### config.mk
export PLATFORM = sky130hd
export DESIGN_NAME = icache_refill_buf
export DESIGN_NICKNAME = d
export VERILOG_FILES = /design/src/icache_pkg.sv /design/src/icache_refill_buf.sv
export VERILOG_INCLUDE_DIRS = /design/src
export SDC_FILE = /design/constraint.sdc
export NUM_CORES = 1
export LEC_CHECK = 0
export BUFFER_PORTS_ARGS = -buffer_cell sky130_fd_sc_hd__buf_2
export CAP_MARGIN = 25
export CORE_MARGIN = 2
export CORE_UTILIZATION = 45
export CTS_CLUSTER_DIAMETER = 50
export DETAILED_ROUTE_END_ITERATION = 12
export HOLD_SLACK_MARGIN = 0.1
export PLACE_DENSITY = 0.75
export SLEW_MARGIN = 15
export SYNTH_ARGS = -nofsm -noshare
export SYNTH_HDL_FRONTEND = slang
export SYNTH_SLANG_ARGS = --single-unit
export TNS_END_PERCENT = 30
### constraint.sdc
create_clock -name i_clk -period 3.5 [get_ports i_clk]
set_input_delay 0.7 -clock i_clk [delete_from_list [all_inputs] [get_ports i_clk]]
set_output_delay 0.7 -clock i_clk [all_outputs]
set_load 0.03 [all_outputs]
### src/icache_config.svh
`ifndef ICACHE_CONFIG_SVH
`define ICACHE_CONFIG_SVH

// geometry of the 16 KiB four-way cache
`define ICACHE_ADDR_W 32
`define ICACHE_WORDS 8
`define ICACHE_WAYS 4
`define ICACHE_SETS 128

// field widths
`define ICACHE_OFF_W 3
`define ICACHE_SET_W 7
`define ICACHE_TAG_W 20

// bit positions of the fields in an address
`define ICACHE_OFF_LSB 2
`define ICACHE_SET_LSB (`ICACHE_OFF_LSB + `ICACHE_OFF_W)
`define ICACHE_TAG_LSB (`ICACHE_SET_LSB + `ICACHE_SET_W)

// line address as sent to memory
`define ICACHE_LINE_ADDR_W (`ICACHE_TAG_W + `ICACHE_SET_W)

`endif

### src/icache_pkg.sv
`default_nettype none

`include "icache_config.svh"

package icache_pkg;

	typedef logic [31:0] word_t;
	typedef logic [`ICACHE_SET_W-1:0] set_t;
	typedef logic [`ICACHE_OFF_W-1:0] off_t;
	typedef logic [`ICACHE_WAYS-1:0] way_oh_t;

	typedef struct packed {
		logic valid;
		logic [`ICACHE_TAG_W-1:0] tag;
	} tag_entry_t;

	typedef word_t [`ICACHE_WORDS-1:0] line_t;
	typedef tag_entry_t [`ICACHE_WAYS-1:0] tag_set_t;
	typedef line_t [`ICACHE_WAYS-1:0] line_set_t;

	// one burst per miss, wraps from start_off
	typedef struct packed {
		logic valid;
		logic [`ICACHE_LINE_ADDR_W-1:0] line_addr;
		off_t start_off;
	} mem_req_t;

	typedef struct packed {
		logic valid;
		logic last; // eighth beat
		word_t data;
	} mem_resp_t;

	typedef struct packed {
		logic valid;
		logic hit;
		way_oh_t way_oh; // zero on a miss
		set_t set;
		logic [`ICACHE_TAG_W-1:0] tag; // from the physical address
		off_t off;
	} look_t;

	// shared by the sweep and the refill
	typedef struct packed {
		logic we;
		set_t set;
		way_oh_t way_oh;
		tag_entry_t tag_entry;
	} fill_t;

endpackage

`default_nettype wire

### src/icache_refill_buf.sv
`timescale 1ns/1ns
`default_nettype none

module icache_refill_buf (
	input logic i_clk,
	input icache_pkg::mem_resp_t i_beat,
	input icache_pkg::off_t i_off,
	input logic i_crit,
	output icache_pkg::line_t o_line,
	output logic o_crit_valid,
	output icache_pkg::word_t o_crit_data
);

	icache_pkg::line_t words_q;

	always_ff @(posedge i_clk) begin
		if (i_beat.valid) begin
			words_q[i_off] <= i_beat.data;
		end
	end

	// whole line goes to the line RAMs in the refill cycle
	assign o_line = words_q;

	// early restart straight from the beat
	assign o_crit_valid = i_crit && i_beat.valid;
	assign o_crit_data = i_beat.data;

endmodule

`default_nettype wire

=== After elaboration in Yosys (flattened, before gate mapping) ===
Index checks and enable logic that the tools add are counted.

* Bits in registers: 256
* Input bits: 39
* Output and inout port bits: 289

* Order comparisons: 2
* Muxes and demuxes: 3
* Reductions and logical operators: 2

{| class="wikitable"
|+ Operator list
! kind !! number
|-
| bitwise mux 256 bit || 1
|-
| demux 32 bit (select 3 bit) || 1
|-
| 2-to-1 mux 32 bit || 1
|-
| less-than comparator 3 x 4 -> 1 bit, second input constant || 1
|-
| >= comparator 3 x 1 -> 1 bit, second input constant || 1
|-
| logical AND 1 bit || 2
|}

=== Depth between registers and ports, before layout ===
* Depth in word-level cells: 5
* Gate-level depth with buffers: 1

=== Least setup slack after synthesis ===
No wires, ideal clock.

* Path type: input port to flip-flop
* From: input port i_off[2]
* To: register words_q, in the netlist o_line[0] (enable)
* Setup time: 0.442 ns
* Arrival: 2.597 ns
* Setup slack: 0.462 ns
* Stages on the path: 1
* Buffers on the path: 0
* Cell sequence: nor4b_2

{| class="wikitable"
|+ RTL lines
! what !! line !! source
|-
| start, declared || icache_refill_buf.sv:7 || <nowiki>input icache_pkg::off_t i_off,</nowiki>
|-
| end signal, assigned by index || icache_refill_buf.sv:18 || <nowiki>words_q[i_off] <= i_beat.data;</nowiki>
|-
| end, declared || icache_refill_buf.sv:14 || <nowiki>icache_pkg::line_t words_q;</nowiki>
|}

=== Final worst setup path ===
* From: input port i_beat[33] (netlist bit)
* To: output port o_crit_valid

* Word-level cells in the longest chain between the ends: 1

{| class="wikitable"
|+ RTL lines
! what !! line !! source
|-
| start, declared || icache_refill_buf.sv:6 || <nowiki>input icache_pkg::mem_resp_t i_beat,</nowiki>
|-
| logical AND 1 bit || icache_refill_buf.sv:26 || <nowiki>assign o_crit_valid = i_crit && i_beat.valid;</nowiki>
|-
| end, declared || icache_refill_buf.sv:10 || <nowiki>output logic o_crit_valid,</nowiki>
|}

No other way between the ends.

==> out/results.ini <==
[synth]
synth-simple-area-share_pct=1.28
postSynthRegisterBits=256
synth_sequential_area_ratio_pct=95.7
post_synth_xor_area_fraction_pct=0
synthesis.area_sq_um=8030
yosys-mux-area-fraction_pct=0
synthCells=297
yosys_warnings=0
synth_cell_types=7
yosys.area_share.adder_pct=0
synthesis.area_per_instance_sq_um=27.0
synth_top_family_by_area=buffers and inverters
synth-compound-area-share_pct=0
synth_fp_nets=336

[pwr]
p_leak_uw=0.00404
cellPowerDensity_nw_per_um2=603
peakVddDrop_mv=0.444

[worst_hold_path]
hp-start=i_beat[26]
worstHoldPathType=input port to flop
whs_endpoint=o_line[154]
hold_path_depth=1

[clock_network]
ctsHtreeMaxLevel=1
cts_post_setup_buffers_inserted=0
clockBufferDepth=3
clk_pin_slew_ns=0.06
cts.hold.buffers_added=0
cts_resized=0
clock_sinks=256
tritoncts=built
cts_root_buf=sky130_fd_sc_hd__clkbuf_16
cts-buffers-inserted=24

[detailed_routing]
first_iter_violations=246
detail_route.drc_violations=0
first_pass_iters=4
vias_per_cell=4.80
postRouteWirelength_um=17500
drt.antenna.violating_nets=0
dr_vias=4155
avgRoutedWirePerCell_um=20.2

[setup_path]
worstPathArrival_ns=1.17
crit_path_max_fanout=9
critPathCaptureType=output port
critPathRequiredTime_ns=2.80
critical_path_class=input port to output port
worst_setup_path_startpoint=i_beat[33]
worstSetupStartpointType=input port

[timing]
fin_setup_tns_ns=0
final.period_utilization_pct=53.4
rsz0062_at_grt=no
final_period_minus_worst_setup_slack_ns=1.87
timing.final.setup_violations=0
max_slew.worst_pin.slew_ns=1.01
clock.fmax_ghz=0.535
hold_viol=0
final_max_slew_viol_count=0
timing.slew.headroom_pct=32.4

[grt]
track_usage_pct=17.3
first_global_vias=3935
grt_pass1_wl_um=23800
grt_start_max_net_pins=33
number_of_antenna_violations_at_the_first_check_in_global_routing=0
globalRoute.totalOverflow=0

[placed_design]
buffer_ports.inserted=326
placed_cell_area_sq_um=9770
post-dp-hpwl_um=11300
finalWeightedCongestion=0.752

[cells_and_area]
layout.nets=662
largest_reg_flops=256
nFillCells=1267
mostFrequentLayoutCells=sky130_fd_sc_hd__buf_2 (326), sky130_fd_sc_hd__edfxtp_1 (256), sky130_fd_sc_hd__clkbuf_16 (25)
mostFrequentLayoutCell=sky130_fd_sc_hd__buf_2
antennaDiodeCount=0
area_delta_synth_final_pct=30.9
multi_input_area_sq_um=111
design_area_sq_um=10500
ff_latch_area_sq_um=7690
post_route_cells_drive_above_1_share_pct=58.2

[die]
rows=48
die_area_sq_um=18900
ios=328
start_util_pct=46.3
fp.dieW_um=138
die_h_um=138
core_area_sq_um=17400

[job]
max_cap_violations=0

[outcome]
result_of_the_run=completed

through the flow:
step                hold WS, ns  utilization [%]  setup slack, ns  std cells  total power, uW
floorplan                 0.799                -            0.462        297             3850
global placement          0.968             56.3             1.25        822             4000
detailed placement        0.984             56.3             1.23        822             4010
CTS                       0.458             60.6             1.64        866             6400
global route              0.473             60.6             1.59        866             6540
finish                    0.483             60.6             1.63        866             6340
synth_stat cells, drive strengths merged:
cell | n | area (sq um)
and2 | 1 | 6.26
buf | 32 | 240
nor4b | 1 | 15.0
and4 | 1 | 10.0
and4b | 3 | 33.8
and4bb | 3 | 37.5
edfxtp | 256 | 7690
cell type report:
type	count	area share, %
flip-flops and latches	256	73.1
repair buffers	332	16.1
clock buffers	30	6.13
well taps	225	2.68
multi-input cells	9	1.06
clock inverters	14	0.917
where the power goes:
group | switching [uW] | internal, uW | total (uW)
Combinational | 350 | 93.0 | 443
Clock | 1020 | 1380 | 2400
Sequential | 22.9 | 3480 | 3500
Total | 1390 | 4950 | 6340
worst max-delay path by stage:
stage                              end  cells after the start
after floorplan              o_line[0]                      1
after global placement      o_line[65]                      3
after detailed placement   o_line[165]                      2
after CTS                 o_crit_valid                      3
after global routing      o_crit_valid                      3
final                     o_crit_valid                      3
routing by layer:
metal  track usage [%]  share of wire [%]  up-vias
met2              29.7                 51      244
met4              4.98                2.1        0
li1                  -                  -     1818
met3              4.45                9.1       31
met5                 0                  0        -
met1              21.9                 38     2062
kinds of logic after synthesis:
group / after synthesis
DFF: 256
buffers and inverters: 32
and+or+nand+nor: 9
worst max-delay path, stage by stage:
cell and delay (ns):
sky130_fd_sc_hd__buf_2 0.15, sky130_fd_sc_hd__and2_1 0.13, sky130_fd_sc_hd__buf_2 0.19
No activity file was read; power rests on OpenSTA's default activity.
