--- config.mk ---
export PLATFORM = sky130hd
export DESIGN_NAME = icache_refill_counter
export DESIGN_NICKNAME = d
export VERILOG_FILES = /design/src/icache_pkg.sv /design/src/icache_refill_counter.sv
export VERILOG_INCLUDE_DIRS = /design/src
export SDC_FILE = /design/constraint.sdc
export NUM_CORES = 1
export LEC_CHECK = 0
export BUFFER_PORTS_ARGS = -buffer_cell sky130_fd_sc_hd__buf_2
export CORE_AREA = 8 8 45 47
export DETAILED_ROUTE_END_ITERATION = 8
export DIE_AREA = 0 0 53 55
export RECOVER_POWER = 100
export SYNTH_ARGS = -nofsm -noshare
export SYNTH_HDL_FRONTEND = slang
export SYNTH_SLANG_ARGS = --single-unit
--- constraint.sdc ---
create_clock -name i_clk -period 1.45 [get_ports i_clk]
set_clock_uncertainty 0.15 [all_clocks]
set_input_delay 0.2175 -clock i_clk [delete_from_list [all_inputs] [get_ports i_clk]]
set_output_delay 0.2175 -clock i_clk [all_outputs]
set_load 0.05 [all_outputs]
--- src/icache_config.svh ---
`ifndef ICACHE_CONFIG_SVH
`define ICACHE_CONFIG_SVH

// geometry of the 16 KiB four-way cache
`define ICACHE_ADDR_W 32
`define ICACHE_WORDS 8
`define ICACHE_WAYS 4
`define ICACHE_SETS 128

// field widths
`define ICACHE_OFF_W 3
`define ICACHE_SET_W 7
`define ICACHE_TAG_W 20

// bit positions of the fields in an address
`define ICACHE_OFF_LSB 2
`define ICACHE_SET_LSB (`ICACHE_OFF_LSB + `ICACHE_OFF_W)
`define ICACHE_TAG_LSB (`ICACHE_SET_LSB + `ICACHE_SET_W)

// line address as sent to memory
`define ICACHE_LINE_ADDR_W (`ICACHE_TAG_W + `ICACHE_SET_W)

`endif

--- src/icache_pkg.sv ---
`default_nettype none

`include "icache_config.svh"

package icache_pkg;

	typedef logic [31:0] word_t;
	typedef logic [`ICACHE_SET_W-1:0] set_t;
	typedef logic [`ICACHE_OFF_W-1:0] off_t;
	typedef logic [`ICACHE_WAYS-1:0] way_oh_t;

	typedef struct packed {
		logic valid;
		logic [`ICACHE_TAG_W-1:0] tag;
	} tag_entry_t;

	typedef word_t [`ICACHE_WORDS-1:0] line_t;
	typedef tag_entry_t [`ICACHE_WAYS-1:0] tag_set_t;
	typedef line_t [`ICACHE_WAYS-1:0] line_set_t;

	// one burst per miss, wraps from start_off
	typedef struct packed {
		logic valid;
		logic [`ICACHE_LINE_ADDR_W-1:0] line_addr;
		off_t start_off;
	} mem_req_t;

	typedef struct packed {
		logic valid;
		logic last; // eighth beat
		word_t data;
	} mem_resp_t;

	typedef struct packed {
		logic valid;
		logic hit;
		way_oh_t way_oh; // zero on a miss
		set_t set;
		logic [`ICACHE_TAG_W-1:0] tag; // from the physical address
		off_t off;
	} look_t;

	// shared by the sweep and the refill
	typedef struct packed {
		logic we;
		set_t set;
		way_oh_t way_oh;
		tag_entry_t tag_entry;
	} fill_t;

endpackage

`default_nettype wire

--- src/icache_refill_counter.sv ---
`timescale 1ns/1ns
`default_nettype none

module icache_refill_counter (
	input logic i_clk,
	input logic i_rst,
	input logic i_start,
	input icache_pkg::off_t i_start_off,
	input logic i_beat,
	output icache_pkg::off_t o_off,
	output logic o_crit
);

	icache_pkg::off_t off_q;
	icache_pkg::off_t start_q; // requested word

	always_ff @(posedge i_clk) begin
		if (i_rst) begin
			off_q <= '0;
			start_q <= '0;
		end else if (i_start) begin
			off_q <= i_start_off;
			start_q <= i_start_off;
		end else if (i_beat) begin
			off_q <= off_q + 3'd1; // wraps within the line
		end
	end

	assign o_off = off_q;

	// first beat of the burst carries the requested word
	assign o_crit = i_beat && (off_q == start_q);

endmodule

`default_nettype wire

Word-level counts from Yosys, hierarchy flattened
Cells that the tools add are included.
{"block": "word_totals", "ff_bits": 6, "inputBits": 7, "out_inout_bits": 4, "word_cells": 8}
{"block": "classes", "add_sub_neg": 1, "n_eq_ne": 1, "n_mux": 2, "n_reduce_logical": 2}
{"cell": "two-way mux 3 bit", "n": 2}
{"cell": "adder 3 x 1 -> 3 bit, second input constant", "n": 1}
{"cell": "== test 3 bit", "n": 1}
{"cell": "nonzero test 2 bit", "n": 1}
{"cell": "logical AND 1 bit", "n": 1}

Depth between registers and ports, before layout
{"block": "depth", "depth_word": 3, "mapped_depth": 3, "ltp_nobuf": 3}

Worst setup path after synthesis
OpenSTA, ideal clock, no wires.
{"block": "synth_path", "path_kind": "reg2out", "from": "register off_q[0] (netlist: o_off[0])", "to": "output port o_crit", "arrival_time_ns": 1.342, "required_ns": 1.082, "path_slack_ns": -0.260, "stages_incl_launch_ff": 3, "path_buffers": 0, "cell_sequence": "dfxtp_1 > xnor2_1 > and4_1"}
{"block": "synth_via", "elab_chain_cells": 2}
{"item": "start: declaration", "line": "icache_refill_counter.sv:14", "text": "icache_pkg::off_t off_q;"}
{"item": "start signal: assignment", "line": "icache_refill_counter.sv:22", "text": "off_q <= i_start_off;"}
{"item": "start signal: assignment", "line": "icache_refill_counter.sv:25", "text": "off_q <= off_q + 3'd1;"}
{"item": "== test 3 bit", "line": "icache_refill_counter.sv:32", "text": "assign o_crit = i_beat && (off_q == start_q);"}
{"item": "logical AND 1 bit", "line": "icache_refill_counter.sv:32"}
{"item": "end: declaration", "line": "icache_refill_counter.sv:11", "text": "output logic o_crit"}
Every way passes these cells.

Worst setup path after layout
{"block": "layout_path", "from": "register start_q[1]", "to": "output port o_crit"}
{"block": "layout_via", "elab_chain_cells": 2}
{"item": "start: declaration", "line": "icache_refill_counter.sv:15", "text": "icache_pkg::off_t start_q;"}
{"item": "start signal: assignment", "line": "icache_refill_counter.sv:23", "text": "start_q <= i_start_off;"}
{"item": "== test 3 bit", "line": "icache_refill_counter.sv:32"}
{"item": "logical AND 1 bit", "line": "icache_refill_counter.sv:32"}
Every way passes these cells.

==> metrics.yaml <==
status:
  violations: "setup timing"
  status: "finished, violations left"
clock_network:
  htree_levels: 1
  cts.sinks: 6
  numCtsBuffers: 3
  holdBufCountCts: 0
  cts_buffer_depth: 2
  cts_tree: "built"
  ctsRootBufferMaster: "clkbuf_4"
  clk_latency_ps: 240
  clkTransAtPathRegs_ps: 50
global_route:
  antenna_found_initial: 0
  grt_pass1_vias: 248
  grtUsageTotal_pct: 5.74
  grt.overflow.total: 0
  grt_max_degree: 10
  grt_first_pass_wirelength_mm: 1.11
route:
  dr.pass1.iters: 2
  drt_iter0_markers: 4
  routed_wl_um: 671
  drc: 0
  wl_per_cell_um: 11.4
  ant_nets: 0
  vias_per_cell: 4.32
  num_vias: 255
finish:
  area_delta_synth_final_pct: 43.3
  drive_above_1_share_pct: 55.8
  finalNetCount: 53
  stdcell_area_um2: 439
  stdcell_count: 59
  diodes: 0
power:
  p_per_area_nw_per_um2: 1070
  ir_worst_vdd_v: 0.000519
  p_comb_share_pct: 26.6
  p_sw_mw: 0.143
  switching_share_pct: 30.3
  clock_power_share_pct: 33.1
  p_int_mw: 0.329
  power_frac_seq_pct: 40.3
  finalPower_mw: 0.472
  leakagePower_nw: 0.202
synthesis:
  synthSimpleGateAreaFrac_pct: 13.9
  synth_top_cell_by_area: "dfxtp_1"
  synth_top_family_by_area: "simple AND/OR/NAND/NOR gates"
  synth-async-reset-ratio_pct: 0
  synth.area.mux_share_pct: 13.1
  syn_nets: 37
  yosys-top-cells-area: "dfxtp_1, mux2i_1, xnor2_1"
  synth_top_area_share_pct: 39.2
  yosysSeqAreaShare_pct: 39.2
  syn_area_um2: 307
  synthCells: 29
  synth_compound_area_share_pct: 12.2
  synth_edf_count: 0
  ys_seq_elements: 6
  synth_common_cells: "dfxtp_1, mux2i_1, xnor2_1, a211oi_1, nor2_1"
  synth_fa_ha_area_share_pct: 4.08
  synth-main-ff-cell: "dfxtp_1"
  synth_xor_area_share_pct: 11.4
  yosysUniqueCellTypes: 12
  yosysMostFrequentCell: "dfxtp_1"
  synth.avg_cell_area_um2: 10.6
  yosys_warnings: 0
setup_path:
  reg2reg_depth: 4
  r2r_slack_ps: 170
  cp_cell_sequence: "xnor2_2 -> and4_4 -> buf_8"
  required_ps: 1080
  path_buf_inv: 1
  crit_slowest_cell: "dfxtp_2"
  rr_startpoint: "o_off[0]$_SDFFE_PP0P_"
  rr_endpoint: "o_off[2]$_SDFFE_PP0P_"
  arrival_ps: 1110
  worstSetupStartpointType: "flop"
  startpoint: "start_q[1]$_SDFFE_PP0P_"
  cp_slowest_stage_delay_ps: 330
  crit_path_max_fanout: 2
  cp-end-kind: "output pin"
  cpLargestDelayFamily: "flip-flops"
  crit_type: "reg2out"
sta:
  clock.fmax_mhz: 678
  setup_tns_ps: -24.9
  rsz0062_at_grt: "true"
  finalHoldViolCount: 0
  worstMarginPinSlew_ps: 279
  final-setup-viol-count: 1
  timing.final.crit_share_pct: 102
  relSlewSlack_pct: 81.5
  setup_ws_ps: -24.9
  min_period_ps: 1470
  final_max_slew_viol_count: 0
placed_design:
  pre_cts_ws_ps: 125
  gp_congestion: 0.647
  postPlaceCellArea_um2: 370
  dp_cells: 54
  dp_hpwl_um: 493
  io_buffers: 10
die:
  placementRows: 14
  die_area_um2: 2920
  die_w_um: 53
  core_um2: 1380
  start_util_pct: 22.2
  ios: 11
  die_h_um: 55
run:
  maxCapViolations: 0
worst_hold_path:
  hold_path_end: "o_off[2]$_SDFFE_PP0P_"
  whs_path_depth: 3
  hold_path.class: "in2reg"
  hold_path_startpoint: "i_start_off[2]"
per-stage QoR:
step / util [%] / hold WS [ps]
finish: 31.7 / 78.6
global route: 31.7 / 71.7
CTS: 31.1 / 65.6
detailed placement: 26.8 / 327
global placement: 26.8 / 324
floorplan: - / 133
how the worst max path moves through the flow:
stage	end	slack, ps	depth (start not counted)
after CTS	o_crit	-30	3
after detailed placement	o_crit	130	3
after global routing	o_crit	-80	3
final	o_crit	-20	3
after floorplan	o_crit	30	2
after global placement	o_crit	120	3
sequential cells by signal (all words and copies together), names as in the netlist:
register / cells
o_off: 3
start_q: 3
worst register-to-register path, cell delays in order (launching register included):
cell and delay [ps]:
dfxtp_2 310, buf_4 140, ha_1 200, and4b_1 210, a2111oi_2 180
per-layer routing:
metal	wire, µm	up-vias	track usage, %
li1	-	131	-
met1	310	116	5.32
met2	301	6	8.20
met3	44	2	4.28
met4	14	0	5.17
met5	0	-	0
repair_timing:
action,CTS,global route
setup buffers,2,0
hold endpoints to repair,0,0
resized for setup,7,2
endpoints found under the setup margin,1,1
pin swaps,1,1
cells in the final DEF (no fill, tap or decap):
cell	n
dfxtp_1	1
ha_1	1
nor2_1	3
inv_1	2
a2111oi_2	1
buf_4	2
clkbuf_4	3
xnor2_1	2
dfxtp_4	1
clkbuf_2	1
buf_8	1
xnor2_2	2
a211oi_1	3
nor2b_1	2
dfxtp_2	4
mux2i_1	4
and4b_1	1
and4_4	1
buf_2	8
layout make-up:
| class | instances | area (µm²) |
|---|---|---|
| clock buffers | 3 | 22.5 |
| inverters | 2 | 7.51 |
| flip-flops and latches | 6 | 129 |
| multi-input cells | 20 | 185 |
| well taps | 16 | 20.0 |
| fillers | 139 | 945 |
| repair buffers | 12 | 75.1 |
cells by family (layout without fill, tap and decap cells):
group / Yosys count / in the layout
mux: 4 / 4
xor+xnor: 4 / 4
buf+inv: 3 / 17
flops: 6 / 6
fa+ha+maj: 1 / 1
compound gates: 4 / 4
simple gates: 7 / 7
power by group through the flow:
stage	clock network, mW	logic (mW)	registers [mW]
after CTS	0.166	0.125	0.189
after detailed placement	0	0.103	0.194
after floorplan	0	0.0538	0.216
after global routing	0.181	0.134	0.193
after global placement	0	0.103	0.193
final	0.156	0.126	0.190
Power figures use the tool's default switching activity.
