==> config.mk <==
export PLATFORM = sky130hd
export DESIGN_NAME = icache_plru
export DESIGN_NICKNAME = d
export VERILOG_FILES = /design/src/icache_pkg.sv /design/src/icache_plru.sv
export VERILOG_INCLUDE_DIRS = /design/src
export SDC_FILE = /design/constraint.sdc
export NUM_CORES = 1
export LEC_CHECK = 0
export ABC_AREA = 1
export BUFFER_PORTS_ARGS = -buffer_cell sky130_fd_sc_hd__buf_2
export CAP_MARGIN = 10
export CELL_PAD_IN_SITES_DETAIL_PLACEMENT = 2
export CELL_PAD_IN_SITES_GLOBAL_PLACEMENT = 2
export CORE_ASPECT_RATIO = 0.7
export CORE_MARGIN = 2
export CORE_UTILIZATION = 32
export CTS_BUF_LIST = sky130_fd_sc_hd__clkbuf_8
export CTS_CLUSTER_DIAMETER = 200
export DETAILED_ROUTE_END_ITERATION = 16
export PLACE_DENSITY_LB_ADDON = 0.12
export SLEW_MARGIN = 40
export SYNTH_ARGS = -nofsm -noshare
export SYNTH_HDL_FRONTEND = slang
export SYNTH_SLANG_ARGS = --single-unit
==> constraint.sdc <==
create_clock -name i_clk -period 2.8 [get_ports i_clk]
set_clock_uncertainty 0.15 [all_clocks]
set_input_delay 0.42 -clock i_clk [delete_from_list [all_inputs] [get_ports i_clk]]
set_output_delay 0.42 -clock i_clk [all_outputs]
set_load 0.03 [all_outputs]
==> src/icache_config.svh <==
`ifndef ICACHE_CONFIG_SVH
`define ICACHE_CONFIG_SVH

// geometry of the 16 KiB four-way cache
`define ICACHE_ADDR_W 32
`define ICACHE_WORDS 8
`define ICACHE_WAYS 4
`define ICACHE_SETS 128

// field widths
`define ICACHE_OFF_W 3
`define ICACHE_SET_W 7
`define ICACHE_TAG_W 20

// bit positions of the fields in an address
`define ICACHE_OFF_LSB 2
`define ICACHE_SET_LSB (`ICACHE_OFF_LSB + `ICACHE_OFF_W)
`define ICACHE_TAG_LSB (`ICACHE_SET_LSB + `ICACHE_SET_W)

// line address as sent to memory
`define ICACHE_LINE_ADDR_W (`ICACHE_TAG_W + `ICACHE_SET_W)

`endif

==> src/icache_pkg.sv <==
`default_nettype none

`include "icache_config.svh"

package icache_pkg;

	typedef logic [31:0] word_t;
	typedef logic [`ICACHE_SET_W-1:0] set_t;
	typedef logic [`ICACHE_OFF_W-1:0] off_t;
	typedef logic [`ICACHE_WAYS-1:0] way_oh_t;

	typedef struct packed {
		logic valid;
		logic [`ICACHE_TAG_W-1:0] tag;
	} tag_entry_t;

	typedef word_t [`ICACHE_WORDS-1:0] line_t;
	typedef tag_entry_t [`ICACHE_WAYS-1:0] tag_set_t;
	typedef line_t [`ICACHE_WAYS-1:0] line_set_t;

	// one burst per miss, wraps from start_off
	typedef struct packed {
		logic valid;
		logic [`ICACHE_LINE_ADDR_W-1:0] line_addr;
		off_t start_off;
	} mem_req_t;

	typedef struct packed {
		logic valid;
		logic last; // eighth beat
		word_t data;
	} mem_resp_t;

	typedef struct packed {
		logic valid;
		logic hit;
		way_oh_t way_oh; // zero on a miss
		set_t set;
		logic [`ICACHE_TAG_W-1:0] tag; // from the physical address
		off_t off;
	} look_t;

	// shared by the sweep and the refill
	typedef struct packed {
		logic we;
		set_t set;
		way_oh_t way_oh;
		tag_entry_t tag_entry;
	} fill_t;

endpackage

`default_nettype wire

==> src/icache_plru.sv <==
`timescale 1ns/1ns
`default_nettype none

`include "icache_config.svh"

module icache_plru (
	input logic i_clk,
	input logic i_rst,
	input icache_pkg::look_t i_look,
	input logic i_miss,
	output icache_pkg::way_oh_t o_victim
);

	// bit 0 root (0 = ways 0/1), bit 1 leaf of ways 0/1, bit 2 leaf of ways 2/3
	logic [`ICACHE_SETS-1:0][2:0] tree_q;
	logic [2:0] cur_bits;
	logic [2:0] next_bits;
	icache_pkg::way_oh_t used_way;

	function automatic icache_pkg::way_oh_t pick_victim(input logic [2:0] b);
		if (!b[0]) begin
			pick_victim = b[1] ? 4'b0010 : 4'b0001;
		end else begin
			pick_victim = b[2] ? 4'b1000 : 4'b0100;
		end
	endfunction

	function automatic logic [2:0] touch(input logic [2:0] b, input icache_pkg::way_oh_t w);
		logic [2:0] t;
		t = b;
		if (w[0] || w[1]) begin
			t[0] = 1'b1; // root away from the used half
			t[1] = w[0]; // leaf to the sibling
		end else begin
			t[0] = 1'b0;
			t[2] = w[2];
		end
		return t;
	endfunction

	assign cur_bits = tree_q[i_look.set];
	assign o_victim = pick_victim(cur_bits);
	assign used_way = i_miss ? o_victim : i_look.way_oh;
	assign next_bits = touch(cur_bits, used_way);

	always_ff @(posedge i_clk) begin
		if (i_rst) begin
			tree_q <= '0;
		end else if (i_miss || (i_look.valid && i_look.hit)) begin
			tree_q[i_look.set] <= next_bits;
		end
	end

endmodule

`default_nettype wire

== After elaboration in Yosys (flattened, before gate mapping) ==
Index checks and enable logic that the tools add are counted.
Widths: inputs -> output; s select.

* Flip-flop bits (word level): 384
* Input bits: 39
* Output and inout port bits: 4
* Logic and storage cells: 146

* $lt $le $gt $ge: 2
* Multiplexer cells: 12
* Reduce and logical (&&, ||, !) cells: 4

{| class="wikitable"
|+ Operators with widths
! kind !! count
|-
| $bwmux 384 || 1
|-
| $bmux 3 s7 || 1
|-
| $demux 3 s7 || 1
|-
| $mux 3 || 3
|-
| $lt 7x8->1 const B || 1
|-
| $mux 4 || 2
|-
| $ge 7x1->1 const B || 1
|-
| $mux 1 || 3
|-
| $logic_and 1x1->1 || 2
|-
| $logic_or 1x1->1 || 2
|-
| $mux 2 || 1
|}

== Logic depth before layout (Yosys ltp) ==
* Word-level depth: 8
* Mapped depth: 24
* Depth with buffers taken out: 20

== Least setup slack after synthesis ==
Ideal clock, no wire load.

* Path type: input -> output
* Start point: in i_look[23] in the netlist's numbering
* End point: out o_victim[2]
* Arrival: 2225 ps
* Required time: 2230 ps
* Path slack: 5 ps
* Cell stages on the path: 18
* Buffers on the path: 5
* Path through: buf_4 -> buf_6 -> buf_6 -> buf_6 -> buf_6 -> nand2_1 -> o21ai_1 -> nand2_1 -> nand2_1 -> nand2_1 -> nand2_1 -> nand2_1 -> nand2_1 -> o21ai_1 -> nand2_1 -> nor2_2 -> inv_1 -> nor2_1

* Longest elaborated chain between the ends: 4

{| class="wikitable"
|+ RTL lines
! what !! line !! source
|-
| start: declaration || icache_plru.sv:9 || <nowiki>input icache_pkg::look_t i_look,</nowiki>
|-
| $bmux 3 s7 (*) || icache_plru.sv:41 || <nowiki>assign cur_bits = tree_q[i_look.set];</nowiki>
|-
| $mux 3 (implied by the code) (*) || icache_plru.sv:41 ||
|-
| $mux 4 || icache_plru.sv:24 || <nowiki>pick_victim = b[2] ? 4'b1000 : 4'b0100;</nowiki>
|-
| $mux 4 (*) || icache_plru.sv:21 || <nowiki>if (!b[0]) begin</nowiki>
|-
| end: declaration || icache_plru.sv:11 || <nowiki>output icache_pkg::way_oh_t o_victim</nowiki>
|}

Mark *: on every way between the ends. The rest lies on a longest branch, timed or not. The select of a mux whose other input is x is not followed.

== Final worst setup path ==
* Start point: reg tree_q[90] in the netlist's numbering
* End point: out o_victim[1]

* Longest elaborated chain between the ends: 3

{| class="wikitable"
|+ RTL lines
! what !! line !! source
|-
| start: declaration || icache_plru.sv:15 || <nowiki>logic [`ICACHE_SETS-1:0][2:0] tree_q;</nowiki>
|-
| start signal: indexed assignment || icache_plru.sv:50 || <nowiki>tree_q[i_look.set] <= next_bits;</nowiki>
|-
| $bmux 3 s7 || icache_plru.sv:41 ||
|-
| $mux 3 (implied by the code) || icache_plru.sv:41 ||
|-
| $mux 4 || icache_plru.sv:21 ||
|}

Every way passes these cells. The select of a mux whose other input is x is not followed.

==> results.toml <==
[layout]
finish.utilization = 0.418
seq_area_mm2 = 0.00771
largest_reg_flops = 384
areaGrowthSynthToFinish_pct = 28.8
antenna_cells = 0
multiInputGateArea_mm2 = 0.0111
nets = 3699
largest-register = "tree_q"
final_cell_area_mm2 = 0.0272
top_regs = "tree_q x384"
layout-drive-gt1-share = 0.212
num-fill-cells = 7832

[global_route]
overflow = 0
met1_usage = 0.357
busiest_layer = "met2"
track_usage = 0.265
grt_pass1_vias = 24184
antenna_found_initial = 0
grt_pass1_wl_um = 140000
gr-usage-met3 = 0.0354
grt_max_degree = 91
use_met2 = 0.439

[die]
die_w_um = 311
start_util = 0.324
core_area_mm2 = 0.0650
num_io_pins = 43
rows = 78
die_area_mm2 = 0.0680
die_h_um = 219

[routing]
first_iter_violations = 1331
ant_nets = 0
drc = 0
vias = 23364
drt-pass1-iter-count = 5
routed_wl_um = 104000
via_per_inst = 5.09
routedWlPerCell_um = 22.7

[setup_path]
arrival_ps = 2620
setup.worst_path.end = "o_victim[1]"
cp-end-kind = "primary output"
start_kind = "flip-flop"
crit_required_ps = 2230
rr_worst_depth = 21
path_max_fanout = 3
rrSetupSlack_ps = -340
critPathKind = "flip-flop to primary output"
rr_startpoint = "tree_q[226]"
crit_start = "tree_q[90]"
r2r-end = "tree_q[90]"

[yosys]
syn_area_mm2 = 0.0211
ys_top_cells_by_count = "nand2_1 (921), inv_1 (726), nor2_1 (581)"
ys_async_sr_fraction = 0
syn-instance-count = 3526
synthDistinctLibCells = 21
yosys_register_bits = 384
synth_top_area_cell = "dfxtp_1"
synth_area_leaders = "dfxtp_1 (36%), nand2_1 (16%), inv_1 (13%)"
synth_edf_count = 0
synth_top_area_share = 0.365
synth_fp_nets = 3565
yosysWarnings = 0
avgSynthCellArea_um2 = 5.98
ys_seq_area_frac = 0.365
synthFlopType = "dfxtp_1"
yosysMostFrequentCell = "nand2_1"

[cts]
htree_levels = 3
cts.sinks = 384
cts_buffer_depth = 3
clock_latency_ps = 700
cts_tree = "built"
path_clk_slew_ps = 80
numCtsBuffers = 72
root_buffer = "clkbuf_8"

[sta]
max_freq_mhz = 314
period_share = 1.14
post-route-min-period_ps = 3190
hold_viol_final = 0
fin_ws_ps = -388
hold_slack_ps = 103
max_slew_margin = 0.592
setup-violations-final = 387
rsz0062_at_grt = "true"
drv_slew = 0
tightestPinTransition_ps = 611

[outcome]
violations = "setup timing"
status = "finished with violations"

[power]
p_comb_frac = 0.123
total_power_mw = 12.8
p_int_mw = 9.01
ir_drop_uv = 284
powerDensity_mw_per_mm2 = 473
p_seq_frac = 0.429
clkPwrFrac = 0.448
p_sw_frac = 0.298
leakage_nw = 13.5
p_sw_mw = 3.82

[placed_design]
hpwl_um = 60000
io_buffer_count = 18
routabilityCongestion = 0.860
placed_area_mm2 = 0.0230

[flow_run]
maxCapViolations = 0

[worst_hold_path]
hp-class = "input pin to flip-flop"
-- layout by cell type, fill, tap and decap left out, types with 2 or more instances in the layout --
cell and instances:
o21ai_0 149, dfxtp_1 362, buf_6 19, buf_2 10
inv_2 32, dfxtp_2 22, o21ai_2 134, nand2_4 9
buf_12 38, a21oi_1 183, buf_8 7, nand3_1 53
clkbuf_16 24, inv_4 7, clkinv_2 7, bufinv_16 2
o21ai_4 9, buf_16 13, nand2_2 104, nor2_4 9
o21ai_1 79, bufbuf_16 3, nor2_1 573, clkinv_1 3
clkbuf_8 88, buf_4 118, nor2_2 4, nand3_2 108
nand2_1 804, nand2_8 7, or2_2 2, nand3_4 9
inv_1 714
-- layer usage --
metal / routed length, um / up-vias
met4: 3800 / 0
met3: 4610 / 221
met2: 47700 / 500
met1: 47900 / 11835
met5: 0 / -
li1: - / 10808
-- logic make-up (layout without fill, tap and decap cells) --
family,count (synthesis),in the layout,share of synthesized area
buffers and inverters,907,1087,0.174
and+or+nand+nor,1680,1683,0.329
AOI/OAI and AO/OA,555,555,0.132
DFF,384,384,0.365
-- through the flow --
step | worst slack, ps | TNS, ps | std cells
final | -388 | -74210 | 4589
after global routing | -479 | -106910 | 4589
after CTS | -276 | -1090 | 4533
after detailed placement | -746 | -245670 | 4402
after global placement | -588 | -190460 | 4402
after floorplan | 5.11 | 0 | 3526
-- worst min-delay path by stage --
stage / from / end / slack (ps) / depth (start not counted)
after detailed placement: tree_q[371] / tree_q[371] / 390 / 4
after global routing: i_rst / tree_q[302] / 100 / 4
after global placement: tree_q[371] / tree_q[371] / 370 / 4
after floorplan: tree_q[365] / tree_q[365] / 360 / 4
final: i_rst / tree_q[296] / 100 / 4
after CTS: i_rst / tree_q[125] / 60 / 4
-- critical path, stage by stage, from the launching register on --
cell,delay (ps)
dfxtp_1,320
nand2_1,80
nand2_1,80
nand2_1,110
nand2_1,70
nand2_1,80
nand2_1,90
nand2_1,90
nand2_2,90
o21ai_2,170
nand2_2,110
nor2_4,200
nand2_2,100
buf_6,130
inv_4,60
buf_6,130
-- what timing repair did --
| action | in CTS | in global routing |
|---|---|---|
| hold buffers | 0 | 0 |
| setup buffers | 5 | 22 |
| gates cloned | 4 | 37 |
| gates resized for setup | 108 | 526 |
| pin swaps | 28 | 97 |
| endpoints found under the setup margin | 260 | 388 |
-- power by group through the flow --
stage               Clock [mW]  Sequential, mW  Combinational, mW
finish                    5.75            5.51               1.58
CTS                       5.86            5.50               1.14
floorplan                    0            5.62              0.508
global route              6.15            5.50               1.62
detailed placement           0            5.63               1.07
global placement             0            5.62               1.05
-- area by class of cell --
| type | instances | share of cell area |
|---|---|---|
| clock buffer | 88 | 0.0446 |
| timing repair buffer | 233 | 0.113 |
| clock inverter | 35 | 0.00723 |
| multi-input combinational | 2238 | 0.409 |
| sequential | 384 | 0.284 |
| inverter | 731 | 0.102 |
| tap | 880 | 0.0405 |
(Power assumes the default switching activity.)
