`src/icache_config.svh`:
```
`ifndef ICACHE_CONFIG_SVH
`define ICACHE_CONFIG_SVH

// geometry of the 16 KiB four-way cache
`define ICACHE_ADDR_W 32
`define ICACHE_WORDS 8
`define ICACHE_WAYS 4
`define ICACHE_SETS 128

// field widths
`define ICACHE_OFF_W 3
`define ICACHE_SET_W 7
`define ICACHE_TAG_W 20

// bit positions of the fields in an address
`define ICACHE_OFF_LSB 2
`define ICACHE_SET_LSB (`ICACHE_OFF_LSB + `ICACHE_OFF_W)
`define ICACHE_TAG_LSB (`ICACHE_SET_LSB + `ICACHE_SET_W)

// line address as sent to memory
`define ICACHE_LINE_ADDR_W (`ICACHE_TAG_W + `ICACHE_SET_W)

`endif

```
`src/icache_pkg.sv`:
```
`default_nettype none

`include "icache_config.svh"

package icache_pkg;

	typedef logic [31:0] word_t;
	typedef logic [`ICACHE_SET_W-1:0] set_t;
	typedef logic [`ICACHE_OFF_W-1:0] off_t;
	typedef logic [`ICACHE_WAYS-1:0] way_oh_t;

	typedef struct packed {
		logic valid;
		logic [`ICACHE_TAG_W-1:0] tag;
	} tag_entry_t;

	typedef word_t [`ICACHE_WORDS-1:0] line_t;
	typedef tag_entry_t [`ICACHE_WAYS-1:0] tag_set_t;
	typedef line_t [`ICACHE_WAYS-1:0] line_set_t;

	// one burst per miss, wraps from start_off
	typedef struct packed {
		logic valid;
		logic [`ICACHE_LINE_ADDR_W-1:0] line_addr;
		off_t start_off;
	} mem_req_t;

	typedef struct packed {
		logic valid;
		logic last; // eighth beat
		word_t data;
	} mem_resp_t;

	typedef struct packed {
		logic valid;
		logic hit;
		way_oh_t way_oh; // zero on a miss
		set_t set;
		logic [`ICACHE_TAG_W-1:0] tag; // from the physical address
		off_t off;
	} look_t;

	// shared by the sweep and the refill
	typedef struct packed {
		logic we;
		set_t set;
		way_oh_t way_oh;
		tag_entry_t tag_entry;
	} fill_t;

endpackage

`default_nettype wire

```
`src/icache_lookup.sv`:
```
`timescale 1ns/1ns
`default_nettype none

`include "icache_config.svh"

module icache_lookup (
	input logic i_clk,
	input logic i_rst,
	input logic i_valid,
	input icache_pkg::word_t i_va,
	input icache_pkg::word_t i_pa,
	input logic i_stall,
	input icache_pkg::tag_set_t i_tags,
	input icache_pkg::line_set_t i_lines,
	input logic i_crit_valid,
	input icache_pkg::word_t i_crit_data,
	output icache_pkg::set_t o_raddr,
	output icache_pkg::look_t o_look,
	output logic o_valid,
	output icache_pkg::word_t o_data
);

	logic s1_valid_q;
	icache_pkg::word_t s1_va_q;
	icache_pkg::way_oh_t hit_vec;
	logic [`ICACHE_TAG_W-1:0] pa_tag;
	icache_pkg::off_t s1_off;
	icache_pkg::word_t hit_word;

	// RAMs are indexed by the virtual address
	assign o_raddr = i_va[`ICACHE_TAG_LSB-1:`ICACHE_SET_LSB];

	always_ff @(posedge i_clk) begin
		if (i_rst) begin
			s1_valid_q <= 1'b0;
		end else begin
			s1_valid_q <= i_valid && !i_stall;
		end
	end

	always_ff @(posedge i_clk) begin
		if (!i_stall) begin
			s1_va_q <= i_va;
		end
	end

	assign pa_tag = i_pa[`ICACHE_ADDR_W-1:`ICACHE_TAG_LSB];
	assign s1_off = s1_va_q[`ICACHE_SET_LSB-1:`ICACHE_OFF_LSB];

	// tag compare and word select
	always_comb begin
		hit_word = '0;
		for (int w = 0; w < `ICACHE_WAYS; w++) begin
			hit_vec[w] = i_tags[w].valid && (i_tags[w].tag == pa_tag);
			if (hit_vec[w]) begin
				hit_word = hit_word | i_lines[w][s1_off];
			end
		end
	end

	always_comb begin
		o_look.valid = s1_valid_q;
		o_look.hit = |hit_vec;
		o_look.way_oh = hit_vec;
		o_look.set = s1_va_q[`ICACHE_TAG_LSB-1:`ICACHE_SET_LSB];
		o_look.tag = pa_tag;
		o_look.off = s1_off;
	end

	always_ff @(posedge i_clk) begin
		if (i_rst) begin
			o_valid <= 1'b0;
		end else begin
			o_valid <= i_crit_valid || (s1_valid_q && o_look.hit);
		end
	end

	// critical word wins, no hit can be pending then
	always_ff @(posedge i_clk) begin
		if (i_crit_valid) begin
			o_data <= i_crit_data;
		end else if (s1_valid_q) begin
			o_data <= hit_word;
		end
	end

endmodule

`default_nettype wire

```
`config.mk`:
```
export PLATFORM = sky130hd
export DESIGN_NAME = icache_lookup
export DESIGN_NICKNAME = d
export VERILOG_FILES = /design/src/icache_pkg.sv /design/src/icache_lookup.sv
export VERILOG_INCLUDE_DIRS = /design/src
export SDC_FILE = /design/constraint.sdc
export NUM_CORES = 1
export LEC_CHECK = 0
export BUFFER_PORTS_ARGS = -buffer_cell sky130_fd_sc_hd__buf_2
export CAP_MARGIN = 20
export CORE_AREA = 2 2 501 503
export CTS_CLUSTER_SIZE = 16
export DETAILED_ROUTE_END_ITERATION = 8
export DIE_AREA = 0 0 503 505
export GPL_TIMING_DRIVEN = 0
export HOLD_SLACK_MARGIN = 0.08
export PLACE_DENSITY_LB_ADDON = 0.25
export SLEW_MARGIN = 10
export SYNTH_ARGS = -nofsm -noshare
export SYNTH_HDL_FRONTEND = slang
export SYNTH_SLANG_ARGS = --single-unit
```
`constraint.sdc`:
```
create_clock -name i_clk -period 2.85 [get_ports i_clk]
set_input_delay 0.1425 -clock i_clk [delete_from_list [all_inputs] [get_ports i_clk]]
set_output_delay 0.1425 -clock i_clk [all_outputs]
set_load 0.05 [all_outputs]
```
; ---- After elaboration in Yosys (flattened, before gate mapping)
; Cells that the tools add are included.
[word_totals]
regBits = 46
in_bits = 1209
output_inout_bits = 76
wordCells = 36
[classes]
n_lt_le_gt_ge = 1
n_eq_ne = 4
mux = 14
bitwise = 3
n_reduce_logical = 10
[op_table]
columns = op, n
row1 = $bmux 32 s3, 4
row2 = $mux 32, 10
row3 = $or 32x32->32, 3
row4 = $eq 20x20->1, 4
row5 = $logic_and 1x1->1, 6
row6 = $lt 3x4->1 const B, 1
row7 = $reduce_or 4->1, 1
row8 = $reduce_bool 2->1, 1
row9 = $logic_not 1->1, 1
row10 = $logic_or 1x1->1, 1

; ---- Longest topological paths before layout
[logic_depth]
depth_word = 11
mapped_depth = 7

; ---- Least setup slack after synthesis
; No wires, ideal clock.
[synth_timing]
kind = register to register
from = register s1_va_q[3]
to = register o_data[23] (data pin)
setup_ns = 0.274
t_arrival_ns = 2.366
slack_ns = 0.210
stages_incl_launch_ff = 8
path_buffers = 3
period_less_slack_ns = 2.640
path_cell_list = edfxtp_1 -> clkbuf_1 -> buf_2 -> buf_2 -> mux4_2 -> mux2_2 -> a22oi_1 -> a31oi_1
[synth_via]
elab_chain_cells = 11
[synth_rtl]
columns = element, line_no
row1 = start: declaration, icache_lookup.sv:24  ; icache_pkg::word_t s1_va_q;
row2 = start signal: assignment, icache_lookup.sv:43  ; s1_va_q <= i_va;
row3 = $bmux 32 s3, icache_lookup.sv:56  ; hit_word = hit_word | i_lines[w][s1_off];
row4 = $mux 32 (not written as such), icache_lookup.sv:56
row5 = $mux 32, icache_lookup.sv:55  ; if (hit_vec[w]) begin
row6 = $or 32x32->32, icache_lookup.sv:56
row7 = $mux 32, icache_lookup.sv:55
row8 = $or 32x32->32, icache_lookup.sv:56
row9 = $mux 32, icache_lookup.sv:55
row10 = $or 32x32->32, icache_lookup.sv:56
row11 = $mux 32 *, icache_lookup.sv:55
row12 = $mux 32 *, icache_lookup.sv:82  ; end else if (s1_valid_q) begin
row13 = $mux 32 *, icache_lookup.sv:80  ; if (i_crit_valid) begin
row14 = end signal: assignment, icache_lookup.sv:81  ; o_data <= i_crit_data;
row15 = end signal: assignment, icache_lookup.sv:83  ; o_data <= hit_word;
row16 = end: declaration, icache_lookup.sv:20  ; output icache_pkg::word_t o_data
; Every way passes the cells marked *; elsewhere a longest branch is shown, timed or not. The select of a mux whose other input is x is not followed.
; A chain may end at the register's enable or synchronous reset.

; ---- Final worst setup path
[layout_timing]
from = register s1_va_q[3]
to = register o_data[16] (data pin)
; The elaborated chain is that of the path after synthesis.

==> results.sh <==
export IMPL_outcome="complete, but fails checks"
export IMPL_violations="setup timing"
export IMPL_syn_inst=792
export IMPL_ant_nets=0
export IMPL_clockBufferDepth=2
export IMPL_tritoncts="built"
export IMPL_grt_start_max_net_pins=23
export IMPL_period_minus_slack_ns=2.98
export IMPL_slew_violations=0
export IMPL_synth_seq_area_share_pct=11.9
export IMPL_first_global_vias=16700
export IMPL_drc=0
export IMPL_wl_um=216000
export IMPL_drt_iter0_drc=903
export IMPL_clock_skew_ns=0.0276
export IMPL_relSlewSlack_pct=36.1
export IMPL_finish_utilization_pct=9.98
export IMPL_reg2reg_to="o_data[16]"
export IMPL_root_buffer="clkbuf_16"
export IMPL_vias=16500
export IMPL_start_util_pct=4.42
export IMPL_worstHoldStart="i_crit_data[27]"
export IMPL_fin_crit_sh_pct=104
export IMPL_ys_ff_latch=44
export IMPL_power_leakage_nw=9.95
export IMPL_min_path_cells=3
export IMPL_routed_via_density=2.93
export IMPL_crit_arrival_ns=3.02
export IMPL_routedWlPerCell_um=38.4
export IMPL_pre_cts_slack_ns=-1.92
export IMPL_fin_cells=5635
export IMPL_r2r_cells=8
export IMPL_htree_levels=2
export IMPL_fmax_mhz=336
export IMPL_cp_required_ns=2.90
export IMPL_areaGrowthSynthToFinish_pct=126
export IMPL_hpwl_um=195000
export IMPL_dieArea_sq_um=254000
export IMPL_setup_viol=14
export IMPL_ys_warn_count=0
export IMPL_path_class="flip-flop to flip-flop"
export IMPL_core_area_sq_um=248000
export IMPL_r2r_start="s1_va_q[3]"
export IMPL_power_per_cell_area_nw_per_um2=254
export IMPL_grt_overflow_total=0
export IMPL_crit_path_frequent_cell="buf_16"
export IMPL_cp_top_family="multiplexers"
export IMPL_min_path_type="primary input to flip-flop"
export IMPL_cp_buffers_inverters=4
export IMPL_design_area_sq_um=24800
export IMPL_synth_cell_types=28
export IMPL_grt_pass1_wl_um=249000
export IMPL_layout_commonest_cell="buf_2"
export IMPL_io_buffer_count=1249
export IMPL_hold_violations=0
export IMPL_fin_ws_ns=-0.127
export IMPL_fp_dieW_um=503
export IMPL_synthesis_area_sq_um=11000
export IMPL_cp_slowest_stage_delay_ns=0.51
export IMPL_critPathLaunchType="flip-flop"
export IMPL_crit_path_end_kind="flip-flop"
export IMPL_fp_dieH_um=505
export IMPL_r2r_slack_ns=-0.13
export IMPL_ir_drop_uv=235
export IMPL_nets=3397
export IMPL_power_mw=6.30
export IMPL_antenna_found_initial=339
export IMPL_drive_above_1_share_pct=88.6
export IMPL_clk_pin_slew_ns=0.11
export IMPL_synth_nets=2001
export IMPL_rsz0062_at_grt="true"
export IMPL_clkLatencyLatePin_ns=0.37
export IMPL_tns_ns=-0.718
export IMPL_rows=183
export IMPL_pin_count=1285
export IMPL_place_gp_congestion=0.886
export IMPL_drtPass1Iterations=5
export IMPL_mostFrequentLayoutCells="1253 x buf_2, 256 x mux4_2, 101 x buf_4"
export IMPL_slowest_stage="mux4_2"
export IMPL_fill_cells=29000
export IMPL_multi_input_area_sq_um=9520
export IMPL_tightest_slew_ns=0.958
export IMPL_dp_cells=5397
export IMPL_grt_util_all_layers_pct=16.3
export IMPL_avgSynthCellArea_sq_um=13.8
export IMPL_whs_ns=0.115
export IMPL_crit_chain="buf_12, buf_16, buf_16, buf_4, mux4_2, mux2_2, a22oi_2, a31oi_4"
export IMPL_whs_endpoint="o_data[27]"
export IMPL_cts_sinks=44
export IMPL_seqCellArea_sq_um=1300
export IMPL_cp_max_fo=6
export IMPL_cap_violations=0
export IMPL_numCtsBuffers=5
export IMPL_place_area_sq_um=21800
Yosys cell counts, drive strengths merged:
master,count,share of area (%)
a21oi,1,0.046
nor3b,1,0.069
nor4,12,0.96
nand3,2,0.091
nand2,2,0.069
o41ai,1,0.080
clkbuf,48,1.6
nor3,4,0.39
mux2,128,13
or4,1,0.069
buf,71,4.3
nor2,32,1.1
inv,2,0.069
edfxtp,42,12
dfxtp,2,0.37
xnor2,34,2.7
a22oi,64,4.7
mux4,256,53
nand4,10,0.57
or2,1,0.057
a31oi,32,1.8
xor2,46,3.7
worst max-delay path by stage:
stage,from,to,cells past startpoint
after floorplan,s1_va_q[3],o_data[23],7
after global placement,s1_va_q[2],o_data[28],5
after detailed placement,s1_va_q[3],o_data[11],7
after CTS,s1_va_q[3],o_data[11],7
after global routing,s1_va_q[4],o_data[27],8
final,s1_va_q[3],o_data[16],8
worst reg2reg max path, cell delays in order, from the launching register on:
cell      delay (ns)
edfxtp_1        0.41
buf_12          0.19
buf_16          0.20
buf_16          0.21
buf_4           0.13
mux4_2          0.51
mux2_2          0.29
a22oi_2         0.50
a31oi_4         0.21
per-layer routing:
metal  wire length [um]  up-vias  track usage [%]
met3              25500      512             7.55
met2             103000     1432             28.2
met1              79200     7934             17.7
met5               1250        -                0
met4               7470      188             4.13
li1                   -     6426                -
flip-flops by register name, summed over array words and instances (netlist names):
name        cells
o_data         32
s1_va_q        10
o_valid         1
s1_valid_q      1
cells by family after synthesis:
family / Yosys count / synth area share (%)
multiplexers: 384 / 65.8
flip-flops: 44 / 11.9
AO/OA/AOI/OAI: 98 / 6.61
XOR/XNOR: 80 / 6.39
buffers and inverters: 121 / 5.99
AND/OR/NAND/NOR: 65 / 3.37
repair_timing:
item	CTS	global route
hold endpoints to repair	12	0
hold buffers	13	0
buffers inserted	51	49
endpoints found under the setup margin	36	29
pin swaps	44	33
gates cloned	5	2
gates resized for setup	273	53
final cells by class:
type                            instances  area share, %
Tap cell                             3330           16.8
Antenna cell                          116           1.17
Inverter                                2         0.0303
Clock inverter                          2          0.157
Multi-Input combinational cell        627           38.4
Buffer                                116           5.45
Timing Repair Buffer                 1392           32.1
Clock buffer                            6          0.560
Sequential cell                        44           5.25
power breakdown:
part | switching, mW | internal, mW | leakage [nW]
logic | 2.38 | 2.23 | 9.42
clock network | 0.465 | 0.447 | 0.0878
registers | 0.0174 | 0.762 | 0.441
Note: power is estimated with default switching activity, not from simulation.
